--- config.mk ---
export PLATFORM = sky130hd
export DESIGN_NAME = IntAlu
export DESIGN_NICKNAME = d
export VERILOG_FILES = /design/src/hdl/ExecPkg.sv /design/src/hdl/IntAlu.sv
export SDC_FILE = /design/constraint.sdc
export NUM_CORES = 1
export LEC_CHECK = 0
export BUFFER_PORTS_ARGS = -buffer_cell sky130_fd_sc_hd__buf_2
export CAP_MARGIN = 40
export CORE_UTILIZATION = 40
export CTS_BUF_LIST = sky130_fd_sc_hd__clkbuf_16
export CTS_CLUSTER_SIZE = 20
export DETAILED_ROUTE_END_ITERATION = 8
export PLACE_DENSITY = 0.68
export SYNTH_ARGS = -nofsm -noshare
export SYNTH_HDL_FRONTEND = slang
export SYNTH_SLANG_ARGS = --single-unit
--- constraint.sdc ---
create_clock -name clk -period 4.8 [get_ports clk]
set_clock_uncertainty 0.1 [all_clocks]
set_input_delay 0.72 -clock clk [delete_from_list [all_inputs] [get_ports clk]]
set_output_delay 0.72 -clock clk [all_outputs]
set_load 0.005 [all_outputs]
--- src/hdl/ExecPkg.sv ---
`default_nettype none

package ExecPkg;

typedef logic [31:0] Word;
typedef logic [4:0] RegIdx;
typedef logic [6:0] SqN; // wraps, compare with isYounger only.

typedef enum logic [1:0] {
    FuAlu,
    FuMul,
    FuDiv
} FuType;

typedef enum logic [3:0] {
    AluAdd, AluSub, AluAnd, AluOr, AluXor,
    AluSll, AluSrl, AluSra, AluSlt, AluSltu
} AluOp;

typedef enum logic [1:0] {MulMul, MulMulh, MulMulhsu, MulMulhu} MulOp;

typedef enum logic [1:0] {DivDiv, DivDivu, DivRem, DivRemu} DivOp;

typedef struct packed {
    logic valid;
    FuType fu;
    logic [3:0] op; // cast to the unit's op enum.
    RegIdx srcA;
    RegIdx srcB;
    logic useImm;
    Word imm;
    RegIdx dst;
    SqN sqN;
} IssueUop;

typedef struct packed {
    logic valid;
    FuType fu;
    logic [3:0] op;
    Word a;
    Word b;
    RegIdx dst;
    SqN sqN;
    logic killed;
} ExecUop;

typedef struct packed {
    logic valid;
    logic killed;
    FuType fu;
    RegIdx dst;
    SqN sqN;
    Word result;
} ResultUop;

typedef struct packed {
    logic valid;
    SqN sqN;
} Flush;

typedef struct packed {
    logic valid;
    RegIdx dst;
    SqN sqN;
    Word result;
} WbOut;

localparam int AluLatency = 2; // operand read plus alu.

// a is younger than b.
function automatic logic isYounger(SqN a, SqN b);
    SqN diff;
    diff = a - b;
    return $signed(diff) > 0;
endfunction

function automatic logic flushHits(Flush f, SqN s);
    return f.valid && isYounger(s, f.sqN);
endfunction

endpackage

`default_nettype wire

--- src/hdl/IntAlu.sv ---
`default_nettype none

module IntAlu
(
    input wire clk,
    input wire rst,

    input wire ExecPkg::ExecUop exec,
    input wire ExecPkg::Flush flush,

    output ExecPkg::ResultUop result
);

import ExecPkg::*;

logic capture;
logic [4:0] shamt;
Word value;

assign capture = exec.valid && exec.fu == FuAlu;
assign shamt = exec.b[4:0];

always_comb begin
    unique case (AluOp'(exec.op))
        AluAdd: value = exec.a + exec.b;
        AluSub: value = exec.a - exec.b;
        AluAnd: value = exec.a & exec.b;
        AluOr: value = exec.a | exec.b;
        AluXor: value = exec.a ^ exec.b;
        AluSll: value = exec.a << shamt;
        AluSrl: value = exec.a >> shamt;
        AluSra: value = $signed(exec.a) >>> shamt;
        AluSlt: value = Word'($signed(exec.a) < $signed(exec.b));
        AluSltu: value = Word'(exec.a < exec.b);
        default: value = '0;
    endcase
end

always_ff @(posedge clk) begin
    if (capture) begin
        result.fu <= exec.fu;
        result.dst <= exec.dst;
        result.sqN <= exec.sqN;
        result.result <= value;
    end
    if (rst) begin
        result.valid <= 1'b0;
        result.killed <= 1'b0;
    end
    else begin
        result.valid <= capture;
        result.killed <= exec.killed || flushHits(flush, exec.sqN);
    end
end

endmodule

`default_nettype wire

== Yosys cells after proc, flatten, opt, wreduce, memory -nomap -nowiden ==
Cells that the tools add are included.
Word-level totals
  bits in registers: 48
  input port bits: 94
  output and inout port bits: 48
  logic and storage cells: 33
Operators by class
  add/sub/neg operators: 3
  order comparisons: 3
  eq/ne operators: 9
  shift-type cells: 3
  muxes and demuxes: 1
  bitwise logic cells: 3
  reduce and logical (&&, ||, !) cells: 5
Operators by type and width (count)
  one-hot mux 32 bit (10 select lines): 1
  < comparator 32 bit: 2
  adder 32 bit: 1
  AND 32 bit: 1
  bitwise OR 32 bit: 1
  left shift 32 x 5 -> 32 bit: 1
  right shift 32 x 5 -> 32 bit: 1
  >>> shifter 32 x 5 -> 32 bit: 1
  subtractor 32 bit: 1
  bitwise XOR 32 bit: 1
  equality test 4 x 3 -> 1 bit, second input constant: 4
  equality test 4 x 2 -> 1 bit, second input constant: 2
  equality test 4 bit, second input constant: 2
  greater-than comparator 7 x 1 -> 1 bit, second input constant: 1
  subtractor 7 bit: 1
  equality test 4 x 1 -> 1 bit, second input constant: 1
  logical NOT 4 bit: 1
  logical AND 1 bit: 2
  logical NOT 2 bit: 1
  logical OR 1 bit: 1

== Longest topological paths before layout ==
Gate-level depths: netlist of run 1.
  depth after elaboration: 4
  mapped depth: 15
  depth with buffers taken out: 12

== Worst setup path after synthesis of run 1 ==
Ideal clock, no wire load.
  kind: input to register
  start point: in exec[82] (netlist bit)
  end point: reg result[0] (netlist bit), enable pin
  library setup time: 0.518 ns
  arrival time: 4.162 ns
  data required time: 4.182 ns
  setup slack: 0.020 ns
  stages: 1
  buffers on the path: 0
  cells stage by stage: nor3b_1
On the way
  longest elaborated chain between the ends: 2
RTL lines
  start, declared: RTL line IntAlu.sv:8  | input wire ExecPkg::ExecUop exec,
  logical NOT 2 bit: RTL line IntAlu.sv:20  | assign capture = exec.valid && exec.fu == FuAlu;
  logical AND 1 bit: RTL line IntAlu.sv:20
  end, declared: RTL line IntAlu.sv:11  | output ExecPkg::ResultUop result
No other way between the ends.
A chain may end at the register's enable or synchronous reset.

== Worst setup path after layout of run 1 ==
  start point: in exec[14] (netlist bit)
  end point: reg result[29] (netlist bit), data pin
On the way
  longest elaborated chain between the ends: 2
  elaborated cells on any way between the ends: 6
  classes of those cells: 2 x add/sub; 3 x shift; 1 x mux
RTL lines
  subtractor 32 bit (tied with other cells): RTL line IntAlu.sv:26  | AluSub: value = exec.a - exec.b;
  one-hot mux 32 bit (10 select lines) (*): RTL line IntAlu.sv:24  | unique case (AluOp'(exec.op))
  named net value[29]: RTL line IntAlu.sv:18  | Word value;
Mark *: on every way through the listed nets, which the timed path passes. The rest lies on a longest branch.

==> results of run 1 <==
==> metrics by stage <==
step / instance area (µm²) / instances / hold slack [ns] / setup WS, ns / utilization
6_report: 11000 / 1674 / 0.4893 / 1.011 / 0.4537
5_1_grt: 11000 / 1674 / 0.4887 / 0.8435 / 0.4537
4_1_cts: 11000 / 1674 / 0.4895 / 1.059 / 0.4537
3_5_place_dp: 10830 / 1666 / 0.7983 / 0.7376 / 0.4467
2_1_floorplan: 9858 / 1261 / 0.6916 / 0.02014 / -
3_3_place_gp: 10830 / 1666 / 0.7978 / 0.6636 / 0.4467
==> worst min path at each step <==
stage,endpoint,from
after global placement,result[40]$_DFFE_PP_,exec[9]
after CTS,result[47]$_SDFF_PP0_,rst
after global routing,result[47]$_SDFF_PP0_,rst
after floorplan,result[47]$_SDFF_PP0_,rst
after detailed placement,result[47]$_SDFF_PP0_,rst
final,result[47]$_SDFF_PP0_,rst
==> power by group through the flow <==
| stage | Combinational, mW | Sequential, mW | Clock, mW |
|---|---|---|---|
| floorplan | 0.724 | 0.509 | 0 |
| global placement | 1.09 | 0.505 | 0 |
| detailed placement | 1.09 | 0.506 | 0 |
| CTS | 1.10 | 0.496 | 0.419 |
| global route | 1.21 | 0.498 | 0.434 |
| finish | 1.12 | 0.496 | 0.416 |
==> cells in the final DEF, fill, tap and decap left out, types with 21 or more instances in the layout <==
master / Yosys / final
sky130_fd_sc_hd__mux4_2: 45 / 45
sky130_fd_sc_hd__inv_1: 98 / 98
sky130_fd_sc_hd__buf_4: 4 / 29
sky130_fd_sc_hd__buf_2: 21 / 140
sky130_fd_sc_hd__nor3_1: 29 / 29
sky130_fd_sc_hd__xnor2_1: 26 / 26
sky130_fd_sc_hd__ha_1: 105 / 105
sky130_fd_sc_hd__nand2_1: 83 / 83
sky130_fd_sc_hd__edfxtp_1: 46 / 46
sky130_fd_sc_hd__nor2_1: 161 / 160
sky130_fd_sc_hd__o21ai_0: 100 / 100
sky130_fd_sc_hd__a21o_1: 21 / 21
sky130_fd_sc_hd__mux2i_1: 49 / 49
sky130_fd_sc_hd__a21oi_1: 102 / 102
==> per-layer routing <==
metal  vias to the layer above  track usage  share of wire
li1                       4832            -              -
met1                      4959       0.4227           0.42
met3                        76      0.03907          0.092
met2                       630       0.4737           0.44
met4                         0       0.1390          0.050
met5                         -            0              0
==> final cells by class <==
| cell class | count | area [µm²] |
|---|---|---|
| fillers | 2490 | 13250 |
| multi-input cells | 1022 | 7669 |
| flip-flops and latches | 48 | 1421 |
| repair buffers | 171 | 958.4 |
| well taps | 324 | 405.4 |
| inverters | 101 | 379.1 |
| clock buffers | 5 | 125.1 |
| clock inverters | 3 | 42.54 |
==> cell families (layout without fill, tap and decap cells) <==
| group | count (synthesis) | in the layout | share of synthesized area |
|---|---|---|---|
| fa+ha+maj | 108 | 108 | 0.1394 |
| flops | 48 | 48 | 0.1442 |
| buf+inv | 191 | 280 | 0.07920 |
| mux | 99 | 99 | 0.1583 |
| simple gates | 370 | 370 | 0.1701 |
| xor+xnor | 34 | 34 | 0.03021 |
| compound gates | 411 | 411 | 0.2787 |
==> tab_implementation.tex, run 1 <==
\begin{tabular}{lr}
\hline
Metric & Value \\
\hline
\multicolumn{2}{l}{\textbf{Setup path}} \\
Maximum fanout along the worst path & 10 \\
Critical Path Slowest Stage Cell & sky130\_fd\_sc\_hd\_\_ha\_1 \\
CP endpoint kind & flip-flop \\
Critical path, cell by cell & buf\_2, inv\_1, ha\_1, a211oi\_2, o21ai\_2, o211a\_1, o31ai\_2, a41oi\_1, a41o\_1, nor3b\_1, or3\_1, a31o\_1 \\
Kind of start point of the critical path & primary input \\
Crit-path max cell delay & 0.39 ns \\
Data required time of the worst path & approximately 4.8 ns \\
First element of the critical path & exec[14] \\
Critical path buffers and inverters & 2 \\
Dominant delay contributor by cell family on the critical path & compound AO/OA/AOI/OAI gates \\
Stages on the worst setup path & 12 \\
Critical path capture point & result[29]\$\_DFFE\_PP\_ \\
Arr. time, crit path & 3.76 ns \\
Crit Path Class & primary input to flip-flop \\
\multicolumn{2}{l}{\textbf{Logic synthesis}} \\
Most numerous cell in the Yosys netlist & sky130\_fd\_sc\_hd\_\_nor2\_1 \\
Number of warnings printed during yosys synthesis & 0 \\
Most area-hungry cell type in the Yosys netlist & sky130\_fd\_sc\_hd\_\_edfxtp\_1 \\
Yosys top cell area share & 0.1401 \\
Top cells by count, synth & sky130\_fd\_sc\_hd\_\_nor2\_1, sky130\_fd\_sc\_hd\_\_ha\_1, sky130\_fd\_sc\_hd\_\_a21oi\_1 \\
Primary flip-flop cell chosen by synthesis mapping & sky130\_fd\_sc\_hd\_\_edfxtp\_1 \\
Share of synthesized flip-flops with an asynchronous set or reset & 0 \\
Most area-consuming cells after synthesis & sky130\_fd\_sc\_hd\_\_edfxtp\_1, sky130\_fd\_sc\_hd\_\_ha\_1, sky130\_fd\_sc\_hd\_\_mux4\_2, sky130\_fd\_sc\_hd\_\_nor2\_1, sky130\_fd\_sc\_hd\_\_a21oi\_1 \\
Gate count of the mapped netlist & $\sim$1300 \\
Number of storage elements in the synthesis netlist & 48 \\
Summed instance area of the synthesized netlist & between 0.009 and 0.01 mm² \\
Mean cell area of the mapped netlist & 7.818 µm² \\
Number of enable flip-flop cells after synthesis & 46 \\
Net count after synthesis & 1463 \\
Library cells used by synthesis & 81 \\
Seq/Total Area, Yosys & 0.1442 \\
\multicolumn{2}{l}{\textbf{STA}} \\
Final sum of negative setup slack & 0 ns \\
RSZ-0062 raised after global routing & no \\
Final period util & 0.7894 \\
Worst slew slack as a fraction of its limit & 0.3992 \\
Endpoints failing setup & 0 \\
Final Hold Viols & 0 \\
Final Max Tran Viols & 0 \\
Actual slew at the worst max-slew pin & about 0.9 ns \\
Highest clock frequency the design can meet & between 200 and 300 MHz \\
Min Tclk post-route & 3.789 ns \\
\multicolumn{2}{l}{\textbf{Layout}} \\
\# nets final & between 1500 and 2000 \\
Share of layout cells above drive strength 1 & 0.1904 \\
Biggest regs & result x48 \\
Antenna diodes & 0 \\
Synthesis-to-layout area growth & 11.59\% \\
Register with the highest flop count & result \\
Flip-flop count of the largest register after layout & between 40 and 50 \\
\multicolumn{2}{l}{\textbf{Global route}} \\
Largest net degree at the start of global routing & 66 \\
Antenna violations before repair & 1 \\
Remaining global-route overflow & 0 \\
Total track usage & 0.3052 \\
Wire length of the first global-routing pass & a little under 60 mm \\
Vias in the first global route & between 9000 and 10000 \\
\multicolumn{2}{l}{\textbf{Detailed routing}} \\
Total detailed-routing wirelength & 39.51 mm \\
Remaining design rule violation count & 4 \\
Number of design-rule violations left by the first detailed-router iteration & 1218 \\
Detailed-route via count & 10500 \\
Wire per inst & 23.60 µm \\
Vias per cell & 6.271 \\
Number of antenna-violating nets in the routed design & 0 \\
DR pass1 iterations & 7 \\
\multicolumn{2}{l}{\textbf{Worst hold path}} \\
HP Class & primary input to flip-flop \\
Cell count of the worst hold path & 2 \\
\multicolumn{2}{l}{\textbf{Power and ir drop}} \\
Total power per unit cell area & 184.9 mW/mm² \\
Clock network power share & 0.205 \\
Overall power consumption & 2.034 mW \\
Combinational cell fraction of total power & 0.551 \\
Maximum VDD drop & 0.1927 mV \\
Net Switching & 0.8736 mW \\
Pleak & 4.755 nW \\
Fraction of power spent switching nets & 0.4295 \\
Internal power contribution & 1.160 mW \\
Register share of total power & 0.244 \\
\multicolumn{2}{l}{\textbf{Clock network}} \\
Number of gates resized after CTS & 0 \\
CTS tree & done \\
CTS root buffer & sky130\_fd\_sc\_hd\_\_clkbuf\_16 \\
Bufs on Longest Clock Path & 2 \\
Number of buffers inserted by hold repair at cts & 0 \\
Post-CTS clock slew at the launch and capture registers of the worst setup and hold paths & $\sim$0.08 ns \\
Setup bufs post-CTS & 0 \\
Sinks on the clock net & 48 \\
Number of buffers inserted during clock tree synthesis & 5 \\
Max H-tree Level & 2 \\
\multicolumn{2}{l}{\textbf{Placed design}} \\
Last weighted congestion value of the routability-driven placer & 0.9827 \\
Final HPWL from detailed placement & 31.29 mm \\
Number of I/O port buffers & 141 \\
\multicolumn{2}{l}{\textbf{Die}} \\
Core box area & 0.02425 mm² \\
Die ar. & 0.02528 mm² \\
Number of placement rows & 57 \\
Die width & between 150 and 200 µm \\
Number of ports placed on the die boundary & about 140 \\
Starting utilization of the core area & 0.4066 \\
Height of the die & 159.0 µm \\
\multicolumn{2}{l}{\textbf{Status}} \\
Result of the run & finished with violations \\
Violations in the final reports & design-rule violations \\
\multicolumn{2}{l}{\textbf{Flow run}} \\
Max-cap viol count & 0 \\
\hline
\end{tabular}
(Power assumes the default switching activity.)
==> run 2, diff against run 1 <==
--- a/config.mk
+++ b/config.mk
@@ -11,7 +11,7 @@
 export CTS_BUF_LIST = sky130_fd_sc_hd__clkbuf_16
 export CTS_CLUSTER_SIZE = 20
 export DETAILED_ROUTE_END_ITERATION = 8
-export PLACE_DENSITY = 0.68
+export PLACE_DENSITY = 0.66
 export SYNTH_ARGS = -nofsm -noshare
 export SYNTH_HDL_FRONTEND = slang
 export SYNTH_SLANG_ARGS = --single-unit
==> constraint.sdc (replaced) <==
create_clock -name clk -period 3.9 [get_ports clk]
set_clock_uncertainty 0.1 [all_clocks]
set_input_delay 0.585 -clock clk [delete_from_list [all_inputs] [get_ports clk]]
set_output_delay 0.585 -clock clk [all_outputs]
set_load 0.005 [all_outputs]
==> run 2 against run 1 <==
The flow now finishes without violations. Critical path depth decreased by 4. Sequential cell count unchanged. Sequential power increased by 23%. Utilization increased by 1.9 points. Wire length increased by 6.9%. Sequential share of layout area decreased by 0.51 points. Worst setup slack got worse by 0.56 ns.
==> tab_implementation.tex, run 2 (synthesis results as in run 1) <==
\begin{tabular}{lr}
\hline
Metric & Value \\
\hline
\multicolumn{2}{l}{\textbf{Clock network}} \\
CTS root buffer & sky130\_fd\_sc\_hd\_\_clkbuf\_16 \\
Number of buffers inserted by hold repair at cts & 0 (unchanged) \\
Number of gates resized after CTS & 0 (unchanged) \\
Setup bufs post-CTS & 0 (unchanged) \\
Post-CTS clock slew at the launch and capture registers of the worst setup and hold paths & 0.07 ns (about the same) \\
Bufs on Longest Clock Path & 2 (unchanged) \\
Number of buffers inserted during clock tree synthesis & 5 (unchanged) \\
CTS tree & done \\
Max H-tree Level & 2 (unchanged) \\
Sinks on the clock net & 48 (unchanged) \\
\multicolumn{2}{l}{\textbf{Setup path}} \\
Critical Path Slowest Stage Cell & sky130\_fd\_sc\_hd\_\_mux4\_2 \\
CP endpoint kind & flip-flop \\
Maximum fanout along the worst path & 74 (+64) \\
Kind of start point of the critical path & primary input \\
Data required time of the worst path & 3.80 ns (-0.97 ns) \\
Critical path, cell by cell & buf\_4, buf\_12, mux4\_2, mux4\_2, a211oi\_1, a21oi\_1, a2111oi\_0, o21ai\_1 \\
Crit Path Class & primary input to flip-flop \\
Arr. time, crit path & 3.35 ns (-0.41 ns) \\
Crit-path max cell delay & 0.64 ns (+0.25 ns) \\
Most common cell on crit path & sky130\_fd\_sc\_hd\_\_mux4\_2 \\
\multicolumn{2}{l}{\textbf{STA}} \\
Final sum of negative setup slack & 0 ns (unchanged) \\
Final period util & 0.8847 \\
Final Hold Viols & 0 (unchanged) \\
Highest clock frequency the design can meet & 289.8 MHz \\
Final Max Tran Viols & 0 (unchanged) \\
Actual slew at the worst max-slew pin & 0.7247 ns (-0.1744 ns) \\
RSZ-0062 raised after global routing & no \\
Worst slew slack as a fraction of its limit & 0.5151 (+0.1159) \\
Endpoints failing setup & 0 (unchanged) \\
Min Tclk post-route & between 3 and 4 ns \\
\multicolumn{2}{l}{\textbf{Detailed routing}} \\
Vias per cell & 6.226 (-0.71\%) \\
DR pass1 iterations & 5 (-2) \\
Detailed-route via count & 10790 (+2.8\%) \\
Total detailed-routing wirelength & 42.23 mm (+6.9\%) \\
Wire per inst & 24.37 µm (+3.3\%) \\
Number of antenna-violating nets in the routed design & 0 (unchanged) \\
Number of design-rule violations left by the first detailed-router iteration & 1405 (+15\%) \\
Remaining design rule violation count & 0 (-4) \\
\multicolumn{2}{l}{\textbf{Die}} \\
Starting utilization of the core area & 0.4066 (unchanged) \\
Core box area & 0.02425 mm² (unchanged) \\
Die width & 159.0 µm (unchanged) \\
Number of placement rows & 57 (unchanged) \\
Die ar. & 0.02528 mm² (unchanged) \\
Height of the die & 159.0 µm (unchanged) \\
Number of ports placed on the die boundary & 142 (unchanged) \\
\multicolumn{2}{l}{\textbf{Placed design}} \\
Last weighted congestion value of the routability-driven placer & 1.042 (+6.1\%) \\
Number of I/O port buffers & 141 (unchanged) \\
Final HPWL from detailed placement & 33.84 mm (+8.1\%) \\
Total cell area at the placement stage & 0.01128 mm² (+4.1\%) \\
\multicolumn{2}{l}{\textbf{Global route}} \\
Total track usage & 0.3272 (+0.02197) \\
Vias in the first global route & 10040 (+3.8\%) \\
Largest net degree at the start of global routing & 75 (+14\%) \\
Remaining global-route overflow & 0 (unchanged) \\
Antenna violations before repair & 0 (-1) \\
Wire length of the first global-routing pass & 63.22 mm (+6.4\%) \\
\multicolumn{2}{l}{\textbf{Layout}} \\
Biggest regs & result x48 \\
Share of layout cells above drive strength 1 & 0.2257 (+0.03532) \\
Flip-flop count of the largest register after layout & 48 (unchanged) \\
Synthesis-to-layout area growth & 16.14\% \\
\# nets final & 1610 (+3.8\%) \\
Register with the highest flop count & result \\
Count of fill cells added during filler insertion & 2463 (-1.1\%) \\
Commonest non-fill, non-tap cell in the layout & sky130\_fd\_sc\_hd\_\_nor2\_1 \\
Non-Filler Cell Area, Final & 0.01145 mm² (+4.1\%) \\
Highest-count cells in the layout ignoring fill and taps & sky130\_fd\_sc\_hd\_\_nor2\_1, sky130\_fd\_sc\_hd\_\_buf\_2, sky130\_fd\_sc\_hd\_\_ha\_1 \\
Antenna diodes & 0 (unchanged) \\
\multicolumn{2}{l}{\textbf{Status}} \\
Result of the run & completed \\
\multicolumn{2}{l}{\textbf{Power and ir drop}} \\
Fraction of power spent switching nets & 0.4267 (-0.002824) \\
Internal power contribution & 1.488 mW (+28\%) \\
Pleak & 5.042 nW (+6.0\%) \\
Clock network power share & 0.197 (-0.008) \\
Maximum VDD drop & 0.1558 mV (-19\%) \\
Net Switching & 1.108 mW (+27\%) \\
Register share of total power & 0.236 (-0.008) \\
Combinational cell fraction of total power & 0.568 (+0.017) \\
Total power per unit cell area & 226.7 mW/mm² (+23\%) \\
\multicolumn{2}{l}{\textbf{Flow run}} \\
Max-cap viol count & 0 (unchanged) \\
\multicolumn{2}{l}{\textbf{Worst hold path}} \\
HP Class & primary input to flip-flop \\
\hline
\end{tabular}
## run 2: metrics by stage
| stage | instances | setup WS, ns | utilization | power, mW | hold slack (ns) |
|---|---|---|---|---|---|
| 6_report | 1733 | 0.4498 | 0.4722 | 2.596 | 0.3643 |
| 5_1_grt | 1733 | 0.1976 | 0.4722 | 2.722 | 0.3627 |
| 4_1_cts | 1733 | 0.4630 | 0.4722 | 2.569 | 0.3601 |
| 3_5_place_dp | 1725 | 0.1542 | 0.4651 | 2.056 | 0.6638 |
| 3_3_place_gp | 1725 | 0.1621 | 0.4651 | 2.054 | 0.6586 |
| 2_1_floorplan | 1261 | 0.003014 | - | 1.518 | 0.5566 |
## run 2: path summary, 6_finish.rpt
path	start	endpoint	slack, ns	depth (start not counted)
setup / recovery	exec[13]	result[28]$_DFFE_PP_	0.45	8
hold / removal	rst	result[47]$_SDFF_PP0_	0.36	2
## run 2: critical path, delay by kind of cell
kind	cells	cell delay [ns]
AOI/OAI and AO/OA	4	1.08
buffers and inverters	2	0.53
muxes	2	1.13
## run 2: metal layers
metal / wire [µm] / GRT usage
met2: 18760 / 0.5072
met5: 0 / 0
met3: 3315 / 0.03959
met1: 18180 / 0.4571
met4: 1981 / 0.1434
## run 2: power groups by stage
stage / combinational [mW] / sequential, mW / clock, mW
final: 1.47 / 0.611 / 0.511
after global routing: 1.58 / 0.613 / 0.531
after CTS: 1.44 / 0.612 / 0.517
after detailed placement: 1.43 / 0.623 / 0
after global placement: 1.43 / 0.622 / 0
after floorplan: 0.892 / 0.625 / 0
## run 2: cell type report
class | instances | area, µm² | area share
multi-input cells | 1022 | 7670 | 0.6699
flip-flops and latches | 48 | 1421 | 0.1241
repair buffers | 230 | 1401 | 0.1224
well taps | 324 | 405.4 | 0.03541
inverters | 101 | 380.4 | 0.03322
clock buffers | 5 | 125.1 | 0.01093
clock inverters | 3 | 46.29 | 0.004043
